$ cat src/hw/rv_pkg.sv
// ~~~~~~~~~~~~~~~~~~~~~~~~~~~~~~~~~~~~~~~~
// RV32IM core shared definitions
// widths, major opcodes and the operation
// encodings passed between the core units
// ~~~~~~~~~~~~~~~~~~~~~~~~~~~~~~~~~~~~~~~~

package rv_pkg;

  localparam int XLEN       = 32;
  localparam int REG_ADDR_W = 5;
  localparam int NUM_REGS   = 32;
  // one quotient bit per divider iteration
  localparam int DIV_STEPS  = 32;

  // major opcodes from the base ISA map
  typedef enum logic [6:0] {
    OP_LUI      = 7'b0110111,
    OP_AUIPC    = 7'b0010111,
    OP_JAL      = 7'b1101111,
    OP_JALR     = 7'b1100111,
    OP_BRANCH   = 7'b1100011,
    OP_REG_IMM  = 7'b0010011,
    OP_REG_REG  = 7'b0110011,
    OP_MISC_MEM = 7'b0001111,
    OP_ENVIRON  = 7'b1110011
  } opcode_e;

  // 17 operations, so one bit wider than a nibble
  typedef enum logic [4:0] {
    ALU_ADD,
    ALU_SUB,
    ALU_SLL,
    ALU_SLT,
    ALU_SLTU,
    ALU_XOR,
    ALU_SRL,
    ALU_SRA,
    ALU_OR,
    ALU_AND,
    ALU_LUI,
    // branch compares, result on branch_taken
    ALU_BEQ,
    ALU_BNE,
    ALU_BLT,
    ALU_BGE,
    ALU_BLTU,
    ALU_BGEU
  } alu_op_e;

  typedef enum logic [3:0] {
    MD_NONE,
    MD_MUL,
    MD_MULH,
    MD_MULHSU,
    MD_MULHU,
    MD_DIV,
    MD_DIVU,
    MD_REM,
    MD_REMU
  } md_op_e;

  typedef enum logic [1:0] {WB_NONE, WB_ALU, WB_MULDIV, WB_LINK} wb_sel_e;

  typedef enum logic [1:0] {PC_SEQ, PC_BRANCH, PC_JAL, PC_JALR} pc_sel_e;

endpackage

$ cat src/hw/rv_decoder.sv
// ~~~~~~~~~~~~~~~~~~~~~~~~~~~~~~~~~~~~~~~~
// Instruction decoder
// splits fields, builds the immediates and
// picks the ALU, muldiv and commit controls
// ~~~~~~~~~~~~~~~~~~~~~~~~~~~~~~~~~~~~~~~~

module rv_decoder import rv_pkg::*; (
  input  logic [XLEN-1:0]       insn,
  output logic [REG_ADDR_W-1:0] rs1,
  output logic [REG_ADDR_W-1:0] rs2,
  output logic [REG_ADDR_W-1:0] rd,
  output logic [XLEN-1:0]       imm,
  output alu_op_e               alu_op,
  output logic                  use_imm,
  output md_op_e                md_op,
  output wb_sel_e               wb_sel,
  output pc_sel_e               pc_sel,
  output logic                  is_ecall
);

  logic [6:0]      funct7;
  logic [2:0]      funct3;
  opcode_e         opcode;
  logic [XLEN-1:0] imm_i;
  logic [XLEN-1:0] imm_u;
  logic [XLEN-1:0] imm_b;
  logic [XLEN-1:0] imm_j;

  assign opcode = opcode_e'(insn[6:0]);
  assign rd     = insn[11:7];
  assign funct3 = insn[14:12];
  assign rs1    = insn[19:15];
  assign rs2    = insn[24:20];
  assign funct7 = insn[31:25];

  // sign-extended immediates, B and J carry an implied zero lsb
  assign imm_i = {{20{insn[31]}}, insn[31:20]};
  assign imm_u = {insn[31:12], 12'b0};
  assign imm_b = {{19{insn[31]}}, insn[31], insn[7], insn[30:25], insn[11:8], 1'b0};
  assign imm_j = {{11{insn[31]}}, insn[31], insn[19:12], insn[20], insn[30:21], 1'b0};

  always_comb begin
    imm      = '0;
    alu_op   = ALU_ADD;
    use_imm  = 1'b0;
    md_op    = MD_NONE;
    wb_sel   = WB_NONE;
    pc_sel   = PC_SEQ;
    is_ecall = 1'b0;
    case (opcode)
      OP_LUI, OP_AUIPC: begin
        imm     = imm_u;
        use_imm = 1'b1;
        alu_op  = (opcode == OP_LUI) ? ALU_LUI : ALU_ADD;
        wb_sel  = WB_ALU;
      end
      OP_JAL: begin
        imm    = imm_j;
        wb_sel = WB_LINK;
        pc_sel = PC_JAL;
      end
      OP_JALR: begin
        imm     = imm_i;
        use_imm = 1'b1;
        if (funct3 == 3'b000) begin
          wb_sel = WB_LINK;
          pc_sel = PC_JALR;
        end
      end
      OP_BRANCH: begin
        imm    = imm_b;
        pc_sel = PC_BRANCH;
        case (funct3)
          3'b000:  alu_op = ALU_BEQ;
          3'b001:  alu_op = ALU_BNE;
          3'b100:  alu_op = ALU_BLT;
          3'b101:  alu_op = ALU_BGE;
          3'b110:  alu_op = ALU_BLTU;
          3'b111:  alu_op = ALU_BGEU;
          default: pc_sel = PC_SEQ;
        endcase
      end
      OP_REG_IMM, OP_REG_REG: begin
        imm     = imm_i;
        use_imm = (opcode == OP_REG_IMM);
        wb_sel  = WB_ALU;
        if (opcode == OP_REG_REG && funct7 == 7'b0000001) begin
          wb_sel = WB_MULDIV;
          md_op  = md_op_e'(funct3 + 4'd1);
        end else begin
          case (funct3)
            3'b000: alu_op = (use_imm || funct7 == 7'b0) ? ALU_ADD : ALU_SUB;
            3'b001: alu_op = ALU_SLL;
            3'b010: alu_op = ALU_SLT;
            3'b011: alu_op = ALU_SLTU;
            3'b100: alu_op = ALU_XOR;
            3'b101: alu_op = funct7[5] ? ALU_SRA : ALU_SRL;
            3'b110: alu_op = ALU_OR;
            default: alu_op = ALU_AND;
          endcase
          // only shifts and reg-reg ops constrain funct7
          if ((!use_imm || funct3 == 3'b001 || funct3 == 3'b101) &&
              !(funct7 == 7'b0 || (funct7 == 7'b0100000 &&
                (funct3 == 3'b101 || (!use_imm && funct3 == 3'b000))))) begin
            wb_sel = WB_NONE;
          end
        end
      end
      OP_ENVIRON: is_ecall = (insn[31:7] == '0);
      // FENCE and unknown encodings fall through as no-ops
      default: ;
    endcase
  end

endmodule

$ cat config.mk
export PLATFORM = sky130hd
export DESIGN_NAME = rv_decoder
export DESIGN_NICKNAME = d
export VERILOG_FILES = /design/src/hw/rv_pkg.sv /design/src/hw/rv_decoder.sv
export SDC_FILE = /design/constraint.sdc
export NUM_CORES = 1
export LEC_CHECK = 0
export BUFFER_PORTS_ARGS = -buffer_cell sky130_fd_sc_hd__buf_4
export CORE_MARGIN = 2
export CORE_UTILIZATION = 41
export DETAILED_ROUTE_END_ITERATION = 12
export PLACE_DENSITY = 0.91
export SLEW_MARGIN = 5
export SYNTH_ARGS = -nofsm -noshare
export SYNTH_HDL_FRONTEND = slang
export SYNTH_SLANG_ARGS = --single-unit
$ cat constraint.sdc
create_clock -name vclk -period 3.8
set_input_delay 0.19 -clock vclk [all_inputs]
set_output_delay 0.19 -clock vclk [all_outputs]
set_load 0.05 [all_outputs]
-- Word-level counts from Yosys, hierarchy flattened
Cells that the tools add are included.
- register bits after elaboration: 0
- bits of input ports: 32
- word-level logic and storage cells: 55
- eq/ne operators: 17
- $add $sub $neg: 1
- reduce and logical (&&, ||, !) cells: 19
- multiplexer cells: 18
- operator list (kind ; number):
    case mux 32 bit (4 select lines) ; 1
    case mux 5 bit (6 select lines) ; 1
    equality test 7 bit, second input constant ; 4
    case mux 4 bit (7 select lines) ; 1
    zero test 25 bit ; 1
    equality test 7 x 6 -> 1 bit, second input constant ; 3
    2-to-1 mux 4 bit ; 4
    case mux 5 bit (3 select lines) ; 1
    equality test 7 x 5 -> 1 bit, second input constant ; 2
    equality test 3 bit, second input constant ; 4
    case mux 2 bit (4 select lines) ; 1
    equality test 7 x 1 -> 1 bit, second input constant ; 1
    zero test 7 bit ; 1
    equality test 3 x 2 -> 1 bit, second input constant ; 2
    case mux 2 bit (3 select lines) ; 1
    OR reduction 3 bit ; 2
    OR reduction 6 bit ; 1
    logical OR 1 bit ; 5
    2-to-1 mux 1 bit ; 5
    adder 3 x 1 -> 4 bit, second input constant ; 1
    logical AND 1 bit ; 4
    2-to-1 mux 2 bit ; 2
    OR reduction 2 bit ; 2
    equality test 3 x 1 -> 1 bit, second input constant ; 1
    3 further kinds ; 4

-- Logic depth before layout (Yosys ltp)
Gate-level depths: netlist of the first run.
- depth in word-level cells: 11
- depth in mapped cells: 6
- depth with buffers taken out: 6

-- Worst setup path before layout of the first run
Ideal clock, no wire load.
- path kind: input to output
- start point: in insn[13]
- end point: out wb_sel[0]
- data arrival time: 2.499 ns
- cell stages on the path: 6
- slack: 1.111 ns
- cells stage by stage: inv_1 > ha_1 > nand2b_1 > a211oi_1 > nor3_1 > o21ai_0
- word-level cells in the longest chain between the ends: 10
- elaborated cells on any way between the ends: 15
- classes of those cells: eq/ne (2); mux (4); reduce/logical (9)
- RTL lines (item ; line ; source):
    start, declared ; rv_decoder.sv:8 ; input logic [XLEN-1:0] insn,
    zero test 3 bit ; rv_decoder.sv:65, rv_decoder.sv:104 ;
    logical AND 1 bit ; rv_decoder.sv:104 ; (funct3 == 3'b101 || (!use_imm && funct3 == 3'b000))))) begin
    logical OR 1 bit ; rv_decoder.sv:104 ;
    logical AND 1 bit ; rv_decoder.sv:103 ; !(funct7 == 7'b0 || (funct7 == 7'b0100000 &&
    logical OR 1 bit ; rv_decoder.sv:103 ;
    zero test 1 bit ; rv_decoder.sv:103 ;
    logical AND 1 bit ; rv_decoder.sv:102 ; if ((!use_imm || funct3 == 3'b001 || funct3 == 3'b101) &&
    2-to-1 mux 1 bit ; rv_decoder.sv:102 ;
    2-to-1 mux 2 bit ; rv_decoder.sv:87 ; if (opcode == OP_REG_REG && funct7 == 7'b0000001) begin
    case mux 2 bit (4 select lines) (*) ; rv_decoder.sv:50 ; case (opcode)
    end, declared ; rv_decoder.sv:16 ; output wb_sel_e wb_sel,
Every way passes the cells marked *; elsewhere a longest branch is shown, timed or not.

-- Final worst setup path of the first run
- start point: in insn[3]
- end point: out imm[30]
- word-level cells in the longest chain between the ends: 3
- elaborated cells on any way between the ends: 10
- classes of those cells: eq/ne (7); mux (1); reduce/logical (2)
- RTL lines (item ; line ; source):
    equality test 7 x 5 -> 1 bit (tied with other cells) ; rv_decoder.sv:50 ;
    OR reduction 3 bit (no line) / OR reduction 2 bit (equally long branches) ; n/a ;
    case mux 32 bit (4 select lines) (*) ; rv_decoder.sv:50 ;
    end, declared ; rv_decoder.sv:12 ; output logic [XLEN-1:0] imm,
Marks and branches as above.

==> results of run 1 <==
==> metal layers <==
layer / part of all wire / global-route usage / vias up
li1: - / - / 663
met4: 0.0083 / 0.0526 / 0
met1: 0.39 / 0.325 / 597
met5: 0 / 0 / -
met2: 0.50 / 0.433 / 82
met3: 0.10 / 0.0146 / 2
==> power breakdown <==
part	total (W)	internal, W	switching, W
Sequential	0	0	0
Combinational	0.000156	0.0000561	0.0000999
Clock	0	0	0
Total	0.000156	0.0000561	0.0000999
==> cell type report <==
type	instances	area, um2
Fill cell	196	646
Inverter	7	26.3
Multi-Input combinational cell	114	749
Tap cell	28	35.0
Timing Repair Buffer	95	713
==> path summary, 6_finish.rpt <==
| path | slack [ns] | startpoint | end |
|---|---|---|---|
| min | 0.65 | insn[10] | rd[3] |
| max | 1.48 | insn[3] | imm[30] |
==> worst max-delay path, stage by stage <==
cell	delay, ns
buf_4	0.13
nand4bb_1	0.34
nor2_1	0.64
o21a_1	0.47
a21o_1	0.15
buf_4	0.20
==> stage by stage <==
step	power, W	setup WS, ns	instance area, um2	instances	hold slack (ns)
final	0.000156	1.48	1520	244	0.654
after global routing	0.000165	1.34	1520	244	0.660
after CTS	0.000156	1.54	1520	244	0.655
after detailed placement	0.000155	1.54	1520	244	0.655
after global placement	0.000154	1.67	1520	244	0.654
after floorplan	0.000100	1.11	916	142	0.547
==> cell families (layout without fill, tap and decap cells) <==
kind of cell,after synthesis,count (layout)
fa+ha+maj,5,5
simple gates,61,61
buf+inv,28,102
compound gates,48,48
==> layout by cell type, fill, tap and decap left out <==
cell       Yosys  routed
a211o_1        1       1
a211oi_1       2       2
a21o_1        21      21
a21oi_1        3       3
a22o_1         4       4
a22oi_1        1       1
a32oi_1        1       1
and2_1         3       3
and3_1         1       1
buf_4         15      95
ha_1           5       5
inv_1          7       7
nand2_1        7       7
nand2b_1       3       3
nand3_1        5       5
nand3b_1       1       1
nand4_1        5       5
nand4bb_1      1       1
nor2_1        13      13
nor2b_1        7       7
nor3_1         4       4
nor4_1         4       4
nor4_2         1       1
o211ai_1       2       2
o21a_1         3       3
o21ai_0        7       7
o22ai_1        1       1
o31a_1         2       2
or2_1          1       1
or3_1          2       2
or3_4          1       1
or4_1          1       1
or4b_2         1       1
==> metrics.yaml, run 1 <==
run_status:
  status: "finished, final reports clean"
drt:
  antenna_left: 0
  num_vias: 1344
  drt-pass1-iter-count: 4
  drt-initial-drc-count: 31
  wl_per_cell_um: 14.2
  avgViaCountPerCell: 5.51
  drc: 0
  drt_wl_total_um: 3480
grt:
  grt_pass1_vias: 1183
  antenna_found_initial: 0
  grt_max_degree: 17
  overflow: 0
  grt_usage: 0.245
  grt_pass1_wl_um: 5200
yosys:
  synth_most_common_cell: "a21o_1"
  synth_area_um2: 916
  synth_warnings: 0
  synth.net_count: 179
  synth_xor_area_frac: 0
  synthDistinctLibCells: 35
  yosys-top-cells-count: "a21o_1, buf_4, nor2_1"
  synth_top_family_by_area: "compound AO/OA/AOI/OAI gates"
  synth-seq-area-share: 0
  synth.top_cell.area_share: 0.172
  yosysTopAreaCell: "a21o_1"
  synth_compound_area_frac: 0.376
  yosys-top-cells-area: "a21o_1, buf_4, ha_1"
  synth_area_per_cell_um2: 6.45
  synth-simple-area-share: 0.374
  synth_mux_area_frac: 0
  synthAdderAreaFrac: 0.0683
  synthCells: 142
place:
  gp_congestion: 0.866
  dp_hpwl_um: 2830
  port_buffers: 94
timing:
  slew_headroom: 0.533
  fmax_ghz: 0.432
  setup_tns_ns: 0
  period_needed_ns: 2.32
  rsz0062_at_grt: "no"
  hold_viol_final: 0
  period_share: 0.609
  final_max_slew_viol_count: 0
  setup_violations: 0
  worst_pin_slew_ns: 0.697
layout:
  layout-drive-gt1-share: 0.454
  num-nets-final: 255
  seq_cells: 0
  antenna_cells: 0
  final_core_util: 0.702
  area_growth_pct: 66.4
  seqCellArea_um2: 0
  nClkBuffers: 0
hold_path:
  holdPathStages: 2
  hp-class: "in -> out"
floorplan:
  die_height_um: 51.3
  start_util: 0.422
  rows: 17
  fp.dieW_um: 51.3
  core_area_um2: 2170
  die_area_um2: 2630
  pin_count: 94
flow_run:
  maxCapViolations: 0
clocking:
  postCtsSetupRepairBufs: 0
  hold_buffers: 0
  ctsResizeCount: 0
setup_path:
  cp.arrival_ns: 2.13
  startpoint_type: "input port"
  required_ns: 3.61
  end_kind: "primary output"
  path_max_fanout: 11
  critical_path_class: "in -> out"
power_and_ir_drop:
  power_density_nw_per_um2: 102
  leakagePower_nw: 0.953
  ir_drop_mv: 0.0794
Note: power is estimated with default switching activity, not from simulation.
==> run 2: changes to the inputs <==
--- a/config.mk
+++ b/config.mk
@@ -5,11 +5,12 @@
 export SDC_FILE = /design/constraint.sdc
 export NUM_CORES = 1
 export LEC_CHECK = 0
+export ABC_AREA = 1
 export BUFFER_PORTS_ARGS = -buffer_cell sky130_fd_sc_hd__buf_4
 export CORE_MARGIN = 2
-export CORE_UTILIZATION = 41
+export CORE_UTILIZATION = 40
 export DETAILED_ROUTE_END_ITERATION = 12
-export PLACE_DENSITY = 0.91
+export PLACE_DENSITY = 0.85
 export SLEW_MARGIN = 5
 export SYNTH_ARGS = -nofsm -noshare
 export SYNTH_HDL_FRONTEND = slang
==> constraint.sdc (replaced) <==
create_clock -name vclk -period 2.2
set_input_delay 0.11 -clock vclk [all_inputs]
set_output_delay 0.11 -clock vclk [all_outputs]
set_load 0.05 [all_outputs]
==> metrics.yaml, run 2 <==
run_status:
  status: "finished, final reports clean"
power_and_ir_drop:
  comb_power_share: 1.000
  power_switching_share: 0.660
  leakagePower_nw: 1.14
  intPower_w: 0.0000974
  power_density_nw_per_um2: 171
  p_switching_w: 0.000189
  clock_power_share: 0
  ir_drop_mv: 0.142
  pwr-share-seq: 0
floorplan:
  die_area_um2: 3060
  fp.dieW_um: 55.3
  die_height_um: 55.3
  start_util: 0.425
  pin_count: 94
  rows: 18
  core_area_um2: 2480
drt:
  drt-initial-drc-count: 50
  num_vias: 1606
  antenna_left: 0
  wl_per_cell_um: 11.4
  drt_wl_total_um: 3670
  drt-pass1-iter-count: 5
  drc: 0
  avgViaCountPerCell: 4.97
place:
  pre_cts_slack_ns: 0.674
  gp_congestion: 0.858
  dp_hpwl_um: 3080
  placed_area_um2: 1670
  port_buffers: 94
timing:
  slew_headroom: 0.703
  rsz0062_at_grt: "no"
  worst_pin_slew_ns: 0.445
  hold_viol_final: 0
  fmax_ghz: 0.644
  final_max_slew_viol_count: 0
  period_needed_ns: 1.55
  setup_tns_ns: 0
  whs_ns: 0.484
  period_share: 0.705
  setup_violations: 0
  worst_slack_ns: 0.648
clocking:
  ctsResizeCount: 0
  hold_buffers: 0
  postCtsSetupRepairBufs: 0
yosys:
  synthCells: 216
  yosys-top-cells-area: "nand2_1, nand3_1, inv_1"
  synth_warnings: 0
  synth_most_common_cell: "nand2_1"
  synthDistinctLibCells: 20
  yosysTopAreaCell: "nand2_1"
  synth-seq-area-share: 0
  synth_area_per_cell_um2: 4.88
  synth.net_count: 253
  synth_area_um2: 1050
  synth.top_cell.area_share: 0.210
  yosys-top-cells-count: "nand2_1, inv_1, nand3_1, nor2_1, buf_4"
layout:
  final_common_cell: "buf_4"
  area_growth_pct: 58.9
  multi_input_area_um2: 785
  seqCellArea_um2: 0
  fillCellCount: 261
  layout_common_cells: "buf_4, nand2_1, inv_1, nand3_1, nor2_1"
  final_cell_area_um2: 1670
  antenna_cells: 0
  num-nets-final: 332
  layout-drive-gt1-share: 0.362
  final_core_util: 0.676
  nClkBuffers: 0
  seq_cells: 0
setup_path:
  cp_top_family: "simple AND/OR/NAND/NOR gates"
  crit_slowest_cell: "buf_4"
  crit_buf_inv: 4
  end_kind: "primary output"
  slowest_delay_ns: 0.23
  required_ns: 2.09
  critical_path_class: "in -> out"
  cp.arrival_ns: 1.44
  path_max_fanout: 5
  path_cells: "buf_4 > inv_1 > nand2_1 > nor2_2 > nand2_2 > inv_1 > nand3_1 > nor3_1 > buf_4"
  startpoint_type: "input port"
grt:
  grt_pass1_wl_um: 6120
  grt_pass1_vias: 1455
  globalRouteMet2Util: 0.427
  antenna_found_initial: 0
  grt_util_met1: 0.279
  grtUsageMet3: 0.0351
  grt_busiest_layer: "met2"
  grt_usage: 0.228
  grt_max_degree: 20
  overflow: 0
flow_run:
  maxCapViolations: 0
hold_path:
  hp-class: "in -> out"
-- run 2: cell families (layout without fill, tap and decap cells) --
| logic type | Yosys count | count (layout) | synth area share |
|---|---|---|---|
| AOI/OAI and AO/OA | 13 | 13 | 0.0689 |
| buffers and inverters | 54 | 131 | 0.255 |
| adders and majority gates | 5 | 5 | 0.0594 |
| and+or+nand+nor | 144 | 144 | 0.616 |
-- run 2: metal layers --
| metal | vias up | routed length (um) |
|---|---|---|
| met5 | - | 0 |
| met4 | 0 | 14 |
| met3 | 2 | 332 |
| met2 | 74 | 1750 |
| met1 | 704 | 1580 |
| li1 | 826 | - |
-- run 2: area by class of cell --
type                       instances  area share
inverter                          35      0.0785
multi-input combinational        162       0.469
tap                               30      0.0224
timing repair buffer              96       0.430
-- run 2: final timing paths --
| kind | depth (start not counted) | startpoint | end |
|---|---|---|---|
| worst max-delay path | 9 | insn[2] | md_op[3] |
| worst min-delay path | 2 | insn[10] | rd[3] |
-- run 2: power groups by stage --
stage	combinational [W]	sequential (W)	clock, W
floorplan	0.000187	0	0
global placement	0.000284	0	0
detailed placement	0.000286	0	0
CTS	0.000287	0	0
global route	0.000308	0	0
finish	0.000287	0	0
-- run 2: through the flow --
stage,power (W),std cells
6_report,0.000287,323
5_1_grt,0.000308,323
4_1_cts,0.000287,323
3_5_place_dp,0.000286,323
3_3_place_gp,0.000284,323
2_1_floorplan,0.000187,216
==> run 3: changes to the inputs <==
==> constraint.sdc (replaced) <==
create_clock -name vclk -period 1.6
set_input_delay 0.08 -clock vclk [all_inputs]
set_output_delay 0.08 -clock vclk [all_outputs]
set_load 0.05 [all_outputs]
==> metrics.yaml, run 3 (synthesis gave the netlist of run 2 again) <==
layout:
  final_common_cell: "buf_4"
  layout-drive-gt1-share: 0.367
  seqCellArea_um2: 0
  final_cell_area_um2: 1690
  layout_common_cells: "buf_4, nand2_1, inv_1, nand3_1, nor2_1"
  seq_cells: 0
  area_growth_pct: 60.1
  final_core_util: 0.681
  antenna_cells: 0
  num-nets-final: 333
  fillCellCount: 263
  nClkBuffers: 0
floorplan:
  fp.dieW_um: 55.3
  core_area_um2: 2480
  die_area_um2: 3060
  pin_count: 94
  die_height_um: 55.3
  rows: 18
  start_util: 0.425
drt:
  drt_wl_total_um: 3750
  avgViaCountPerCell: 4.95
  antenna_left: 0
  drc: 0
  drt-initial-drc-count: 51
  num_vias: 1604
  wl_per_cell_um: 11.6
  drt-pass1-iter-count: 4
timing:
  fmax_ghz: 0.683
  slew_headroom: 0.756
  setup_tns_ns: 0
  whs_ns: 0.425
  setup_violations: 0
  worst_slack_ns: 0.136
  rsz0062_at_grt: "no"
  worst_pin_slew_ns: 0.365
  hold_viol_final: 0
  period_needed_ns: 1.46
  period_share: 0.915
  final_max_slew_viol_count: 0
grt:
  grt_usage: 0.223
  antenna_found_initial: 0
  grt_pass1_vias: 1380
  grt_pass1_wl_um: 5920
  overflow: 0
  grt_max_degree: 20
setup_path:
  path_max_fanout: 8
  crit_buf_inv: 4
  startpoint_type: "input port"
  crit_slowest_cell: "a21oi_1"
  required_ns: 1.52
  cp.arrival_ns: 1.38
  cp_top_family: "simple AND/OR/NAND/NOR gates"
  path_cells: "buf_4 > inv_1 > nand2_1 > nor2_2 > nand2_2 > a21oi_1 > inv_1 > nor2_1 > buf_4"
  end_kind: "primary output"
  slowest_delay_ns: 0.24
  critical_path_class: "in -> out"
place:
  port_buffers: 94
  pre_cts_slack_ns: 0.154
  placed_area_um2: 1690
  gp_congestion: 0.890
  dp_hpwl_um: 3110
power_and_ir_drop:
  ir_drop_mv: 0.185
  power_density_nw_per_um2: 235
  leakagePower_nw: 1.14
clocking:
  hold_buffers: 0
  ctsResizeCount: 0
  postCtsSetupRepairBufs: 0
flow_run:
  maxCapViolations: 0
run_status:
  status: "finished, final reports clean"
hold_path:
  hp-class: "in -> out"
run 3: changes by cell type in the layout (fill, tap and decap cells not counted):
cell     delta
o21ai_1     +2
nor3_1      -1
buf_4       +1
nor3_2      +1
o21ai_0     -2
run 3: final cells by class:
class | count | area (um2) | area share
repair buffers | 97 | 728 | 0.432
inverters | 35 | 131 | 0.0779
well taps | 30 | 37.5 | 0.0223
multi-input cells | 162 | 790 | 0.468
run 3: worst paths after layout:
check / startpoint / cells past startpoint / to / slack [ns]
worst max-delay path: insn[2] / 9 / alu_op[4] / 0.14
worst min-delay path: insn[9] / 2 / rd[2] / 0.42
run 3: per-stage QoR:
stage | cells | power (W)
2_1_floorplan | 216 | 0.000258
3_3_place_gp | 324 | 0.000394
3_5_place_dp | 324 | 0.000396
4_1_cts | 324 | 0.000397
5_1_grt | 324 | 0.000426
6_report | 324 | 0.000397
run 3: layer usage:
metal	GRT usage	wire length (um)	vias up
li1	-	-	829
met1	0.296	1610	683
met2	0.378	1750	92
met3	0.0468	386	0
met4	0.0279	0	0
met5	0	0	-
run 3: where the power goes:
part	total, W	leakage [nW]	internal [W]	switching, W
clock	0	0	0	0
combinational	0.000397	1.14	0.000134	0.000263
sequential	0	0	0	0
total	0.000397	1.14	0.000134	0.000263
